### config.mk
export PLATFORM = sky130hd
export DESIGN_NAME = dma_rr_arbiter
export DESIGN_NICKNAME = d
export VERILOG_FILES = /design/src/source/dma_rr_arbiter.sv
export VERILOG_INCLUDE_DIRS = /design/src /design/src/source
export SDC_FILE = /design/constraint.sdc
export NUM_CORES = 1
export LEC_CHECK = 0
export ABC_AREA = 1
export BUFFER_PORTS_ARGS = -buffer_cell sky130_fd_sc_hd__buf_2
export CAP_MARGIN = 20
export CORE_AREA = 2 2 39 41
export CTS_BUF_LIST = sky130_fd_sc_hd__clkbuf_4
export CTS_CLUSTER_SIZE = 28
export DETAILED_ROUTE_END_ITERATION = 8
export DIE_AREA = 0 0 41 43
export PLACE_DENSITY_LB_ADDON = 0.15
export SYNTH_ARGS = -nofsm -noshare
export SYNTH_HDL_FRONTEND = slang
export SYNTH_SLANG_ARGS = --single-unit
### constraint.sdc
create_clock -name core_clk -period 1.2 [get_ports core_clk]
set_input_delay 0.12 -clock core_clk [delete_from_list [all_inputs] [get_ports core_clk]]
set_output_delay 0.12 -clock core_clk [all_outputs]
set_load 0.05 [all_outputs]
### src/source/dram_macros.svh
// shared sizing for the cache-to-DRAM subsystem, included by every design and test file
`ifndef DRAM_MACROS_SVH
`define DRAM_MACROS_SVH

// caches sharing the one channel
`define DRAM_NUM_CACHE 4
`define DRAM_CACHE_ID_WIDTH 2

// one word per DRAM beat
`define DRAM_DATA_WIDTH 32
`define DRAM_BLOCK_WORDS 8

// byte address carried in a DMA packet
`define DRAM_CACHE_ADDR_WIDTH 12

// channel address fields
`define DRAM_BG_WIDTH 1
`define DRAM_BA_WIDTH 1
`define DRAM_RO_WIDTH 4
`define DRAM_CO_WIDTH 3
`define DRAM_BYTE_OFFSET_WIDTH 2
`define DRAM_CH_ADDR_WIDTH 11

// block index starts above the word and byte offsets
`define DRAM_BLOCK_LSB 5

// cycles from an accepted read to its data
`define DRAM_READ_LATENCY 3

`endif

### src/source/dma_rr_arbiter.sv
// round-robin pick of one cache DMA packet per transaction, with per-lane yumi
`default_nettype none

`include "dram_macros.svh"

module dma_rr_arbiter (
  input  wire logic                             core_clk,
  input  wire logic                             reset_i,
  input  wire logic [`DRAM_NUM_CACHE-1:0]       req_i,
  input  wire logic                             accept_i,
  output logic                                  grant_v_o,
  output logic [`DRAM_CACHE_ID_WIDTH-1:0]       grant_id_o,
  output logic [`DRAM_NUM_CACHE-1:0]            yumi_o
);

  localparam int NUM_CACHE = `DRAM_NUM_CACHE;
  localparam int ID_W = `DRAM_CACHE_ID_WIDTH;

  logic [ID_W-1:0] last_r;
  logic [ID_W-1:0] cand;
  logic found;
  logic take;

  // search starts one past the last winner and wraps
  always_comb begin
    found = 1'b0;
    cand = '0;
    grant_id_o = '0;
    for (int i = 1; i <= NUM_CACHE; i++) begin
      cand = last_r + ID_W'(i);
      if (!found && req_i[cand]) begin
        found = 1'b1;
        grant_id_o = cand;
      end
    end
  end

  assign grant_v_o = found;
  assign take = grant_v_o & accept_i;

  always_comb begin
    yumi_o = '0;
    if (take) begin
      yumi_o[grant_id_o] = 1'b1;
    end
  end

  // pointer parks on the last cache so cache 0 wins first
  always_ff @(posedge core_clk) begin
    if (reset_i) begin
      last_r <= ID_W'(NUM_CACHE - 1);
    end else if (take) begin
      last_r <= grant_id_o;
    end
  end

endmodule

`default_nettype wire

# == Word level (Yosys, flattened, before mapping) ==
# Cells that the tools add are included.
# classes
reduce_logical,7
magnitude_cmp,6
bitwise,1
n_mux,19
addsub,3
# ops
operator,n
"2-bit by 3-bit less-than comparator with 1-bit output, second input constant",5
1-bit 2-to-1 mux,9
1-bit binary-select mux with 2-bit select,4
2-bit 2-to-1 mux,4
"2-bit adder, second input constant",2
1-bit logical AND,4
4-bit 2-to-1 mux,1
1-bit logical NOT,3
"2-bit by 1-bit adder with 2-bit output, second input constant",1
1-bit demux with 2-bit select,1
"2-bit by 1-bit greater-or-equal comparator with 1-bit output, second input constant",1
1-bit bitwise AND,1
# totals
wordCells,37
ff_bits,2

# == Depth between registers and ports, before layout ==
# depth
depth_word,18
mapped_depth,13
depth_no_buf,12

# == Least setup slack after synthesis ==
# Ideal clock, no wire load.
# synth_path
path_kind,register to output
startpoint,register last_r[0]
endpoint,output port yumi_o[2]
slack_ns,-0.880
stages_incl_launch_ff,12
required_ns,1.080
arrival_time_ns,1.960
path_cell_list,dfxtp_1 buf_6 inv_6 nand2_2 nand2_2 nand2_2 nand2_2 nor2_4 nand4_1 nand2_2 nand2_2 nor2_1
# synth_between
elab_chain_cells,18
# synth_lines
element,line_no,rtl
"start, declared",dma_rr_arbiter.sv:19,logic [ID_W-1:0] last_r;
"start signal, assigned",dma_rr_arbiter.sv:51,last_r <= ID_W'(NUM_CACHE - 1);
"start signal, assigned",dma_rr_arbiter.sv:53,last_r <= grant_id_o;
2-bit by 1-bit adder with 2-bit output,dma_rr_arbiter.sv:30,cand = last_r + ID_W'(i);
1-bit binary-select mux with 2-bit select,dma_rr_arbiter.sv:31,if (!found && req_i[cand]) begin
1-bit 2-to-1 mux (not written as such),dma_rr_arbiter.sv:31,
1-bit 2-to-1 mux,dma_rr_arbiter.sv:31,
1-bit logical NOT,dma_rr_arbiter.sv:31,
1-bit logical AND,dma_rr_arbiter.sv:31,
1-bit 2-to-1 mux,dma_rr_arbiter.sv:31,
1-bit logical NOT,dma_rr_arbiter.sv:31,
(+3 left out),-,
1-bit logical AND,dma_rr_arbiter.sv:31,
2-bit 2-to-1 mux (*),dma_rr_arbiter.sv:31,
named net grant_id_o[1],dma_rr_arbiter.sv:12,"output logic [`DRAM_CACHE_ID_WIDTH-1:0] grant_id_o,"
2-bit by 3-bit less-than comparator with 1-bit output (not written as such) or 2-bit by 1-bit greater-or-equal comparator with 1-bit output (tied branches),dma_rr_arbiter.sv:44,yumi_o[grant_id_o] = 1'b1;
1-bit logical AND (not written as such),dma_rr_arbiter.sv:44,
1-bit 2-to-1 mux (not written as such),dma_rr_arbiter.sv:44,
1-bit demux with 2-bit select (*),dma_rr_arbiter.sv:44,
4-bit 2-to-1 mux (*),dma_rr_arbiter.sv:43,if (take) begin
"end, declared",dma_rr_arbiter.sv:13,output logic [`DRAM_NUM_CACHE-1:0] yumi_o
# Mark *: on every way through the listed nets, which the timed path passes. The rest lies on a longest branch. The select of a mux whose other input is x is not followed.

# == Final worst setup path ==
# layout_path
startpoint,register last_r[0]
endpoint,output port yumi_o[2]
# layout_between
elab_chain_cells,18
# layout_lines
element,line_no
2-bit by 1-bit adder with 2-bit output,dma_rr_arbiter.sv:30
1-bit binary-select mux with 2-bit select,dma_rr_arbiter.sv:31
1-bit 2-to-1 mux (not written as such),dma_rr_arbiter.sv:31
1-bit 2-to-1 mux,dma_rr_arbiter.sv:31
1-bit logical NOT,dma_rr_arbiter.sv:31
1-bit logical AND,dma_rr_arbiter.sv:31
1-bit 2-to-1 mux,dma_rr_arbiter.sv:31
1-bit logical NOT,dma_rr_arbiter.sv:31
(+2 left out),-
1-bit logical NOT,dma_rr_arbiter.sv:31
1-bit logical AND,dma_rr_arbiter.sv:31
2-bit 2-to-1 mux,dma_rr_arbiter.sv:31
2-bit by 3-bit less-than comparator with 1-bit output (not written as such) or 2-bit by 1-bit greater-or-equal comparator with 1-bit output (tied branches),dma_rr_arbiter.sv:44
1-bit logical AND (not written as such),dma_rr_arbiter.sv:44
1-bit 2-to-1 mux (not written as such),dma_rr_arbiter.sv:44
1-bit demux with 2-bit select,dma_rr_arbiter.sv:44
4-bit 2-to-1 mux (*),dma_rr_arbiter.sv:43
# Mark *: on every way between the ends. The rest lies on a longest branch, timed or not. The select of a mux whose other input is x is not followed.

==> qor_table.md <==
| Quantity | Value | Unit |
| --- | --- | --- |
| Yosys warnings | 0 | - |
| Series of cell instances along the critical path | buf_12 > inv_8 > nand2_2 > nand2_2 > nand2_2 > nand2_4 > nor2_4 > nand4_1 > nand2_4 > nand2_4 > nor2_2 > buf_6 | - |
| Vias after detailed routing | 550 | - |
| Final worst path period share | 155.1 | % |
| CP arrival | 1.74 | ns |
| Cell count after synthesis | 78 | - |
| Violations in the final reports | negative setup slack | - |
| Top Family by Delay on Critical Path | simple AND/OR/NAND/NOR gates | - |
| Worst hold slack across all endpoints | 0.09712 | ns |
| Peak supply drop | 834.8 | uV |
| Commonest cells after routing, fill and taps aside | nand2_1 (20), nand2_2 (17), buf_4 (12), nand2_4 (8), buf_2 (6) | - |
| Average instance area after synthesis | 6.015 | um^2 |
| Fraction of layout cells with a size suffix above 1 | 66.98 | % |
| Initial antenna violation count | 0 | - |
| Maximum clock insertion buffer count | 2 | - |
| Pin count of the biggest net entering global routing | 10 | - |
| Synth area leader | nand2_2 | - |
| Area of the core region | 1384 | um^2 |
| Number of buffers inserted by hold repair at cts | 0 | - |
| Max_slew headroom | 89.41 | % |
| Tmin final | 1.862 | ns |
| Number of detailed-routing iterations run before antenna repair | 4 | - |
| Status | finished with violations | - |
| Flip-flop count of the largest register after layout | 2 | - |
| Remaining global-route overflow | 0 | - |
| CP Launch Type | register | - |
| Top cells by area, synth | nand2_2 (27%), nand2_1 (17%), nand2_4 (9.6%) | - |
| CTS tree | built | - |
| Share of Yosys cell area claimed by the top area cell type | 26.67 | % |
| Post-synth cell types | 17 | - |
| Largest Register | last_r | - |
| Hold Fails Final Rpt | 0 | - |
| Critical setup path kind | register to output pin | - |
| Type of the most critical hold path | primary input to register | - |
| Overall die height | 43 | um |
| Worst clock skew | 0.003844 | ns |
| Clk_lat worst skew | 0.22 | ns |
| Die W | 41 | um |
| Final layout net count | 115 | - |
| Setup-failing EPs final | 9 | - |
| IO buf count | 13 | - |
| Final worst setup slack | -0.6617 | ns |
| Maxcap violations | 0 | - |
| Antenna cell count | 0 | - |
| Clock tree root buffer cell | clkbuf_4 | - |
| Initial Utilization | 33.91 | % |
| Total Wirelength | 1.163 | mm |
| DR iter-0 viols | 13 | - |
| Regs by FF count | last_r: 2 flops | - |
| Leakage dissipation | 0.4253 | nW |
| Worst EP required | 1.08 | ns |
| Sort of element at the end of the critical path | output pin | - |
| Mean number of vias per cell | 4.508 | - |
| Transition time at the pin with the least slew margin | 0.1584 | ns |
| Area growth from synthesis to layout | 66.93 | % |
| TritonCTS sink count | 2 | - |
| Routability congestion estimate | 0.8546 | - |
| Slew Limit Fails | 0 | - |
| Maximum level of the CTS H-tree | 1 | - |
| Total standard cell area after synthesis | 469.2 | um^2 |
| Final Cell Area | 783.3 | um^2 |
| Post-detail-place hpwl | 917.2 | um |
| Die Footprint | 1763 | um^2 |
| Total clock buffers created by CTS | 3 | - |
| Sequential fraction of the synthesis area | 8.533 | % |
| Pwr per Cell Area | 2999 | nW/um^2 |
| Unrepaired setup endpoints after global routing | yes | - |
| Clock transition at the registers of the reported paths | 0.03 | ns |
| Num rows | 14 | - |
| Vias in the first global route | 475 | - |
| Bufs and invs on worst path | 3 | - |
| Final routed DRC violation total | 0 | - |
| Per-cell routed wire length | 9.533 | um |
| Number of routed nets with antenna violations | 0 | - |
| Global-route wire length before repair | 1.828 | mm |
| Ports placed on the boundary | 14 | - |
| Worst-path fanout max | 9 | - |
| Maximum clock frequency | 537.1 | MHz |
| Master of the slowest instance on the critical path | dfxtp_2 | - |
| Total GRT Usage | 14.70 | % |
| Slowest stage delay, CP | 0.33 | ns |
| Leading cell type in the layout, fill and taps excluded | nand2_1 | - |
| Number of register bits inferred by synthesis | 2 | - |
| Net Count, Synth | 85 | - |
| Post-place instance area | 658.1 | um^2 |
-- per-stage QoR --
| step | setup WS [ns] | total power [mW] | setup TNS (ns) | util [%] | std cells |
|---|---|---|---|---|---|
| 2_1_floorplan | -0.6610 | 1.455 | -3.601 | - | 78 |
| 3_3_place_gp | -0.5323 | 1.844 | -3.640 | 47.56 | 115 |
| 3_5_place_dp | -0.5524 | 1.857 | -3.727 | 47.56 | 115 |
| 4_1_cts | -0.6732 | 2.184 | -4.895 | 53.16 | 120 |
| 5_1_grt | -0.7761 | 2.524 | -5.771 | 56.60 | 122 |
| 6_report | -0.6617 | 2.349 | -4.792 | 56.60 | 122 |
-- tightest hold or removal path: stages --
cell,delay [ns]
buf_2,0.09
a21oi_1,0.04
nand2_1,0.04
-- timing repair --
item,in CTS,in global routing
resized for setup,14,10
buffers inserted,2,2
endpoints found under the setup margin,9,9
pin swaps,4,5
-- Yosys cell counts (all sizes together) --
library cell	instances
dfxtp	2
nand3	6
inv	11
nand4	2
nor2	8
nand2	45
a21oi	2
buf	2
-- cell type report --
type / instances / area (um^2)
fill: 139 / 600.6
inverter: 11 / 51.30
multi-input combinational: 63 / 401.6
sequential: 2 / 42.54
timing repair buffer: 27 / 245.2
tap: 16 / 20.02
clock buffer: 3 / 22.52
-- per-layer routing --
layer  GRT usage [%]  vias to the layer above  wire [um]
li1                -                      295          -
met1           15.56                      243        448
met2           28.75                       12        681
met3               0                        0         33
met4           4.000                        0          0
met5               0                        -          0
-- cell families (layout without fill, tap and decap cells) --
family | after synthesis | count (layout) | synth area share (%)
simple gates | 61 | 61 | 74.93
buf+inv | 13 | 41 | 14.40
compound gates | 2 | 2 | 2.133
flops | 2 | 2 | 8.534
-- worst paths after layout --
path                            cells after the start                    from  slack [ns]                      to
worst max-delay path                               12  last_r[0]$_SDFFE_PP1P_       -0.66               yumi_o[2]
worst min-delay path                                3                 reset_i         0.1  last_r[0]$_SDFFE_PP1P_
worst max register to register                     13  last_r[0]$_SDFFE_PP1P_       -0.30  last_r[1]$_SDFFE_PP1P_
worst min register to register                      3  last_r[1]$_SDFFE_PP1P_        0.68  last_r[1]$_SDFFE_PP1P_
-- where the power goes --
| group | leakage, nW | internal, mW | switching, mW | total [mW] |
|---|---|---|---|---|
| combinational | 0.395 | 0.857 | 1.23 | 2.08 |
| clock | 0.0138 | 0.111 | 0.0397 | 0.150 |
| sequential | 0.0162 | 0.0901 | 0.0251 | 0.115 |
No activity file was read; power rests on OpenSTA's default activity.
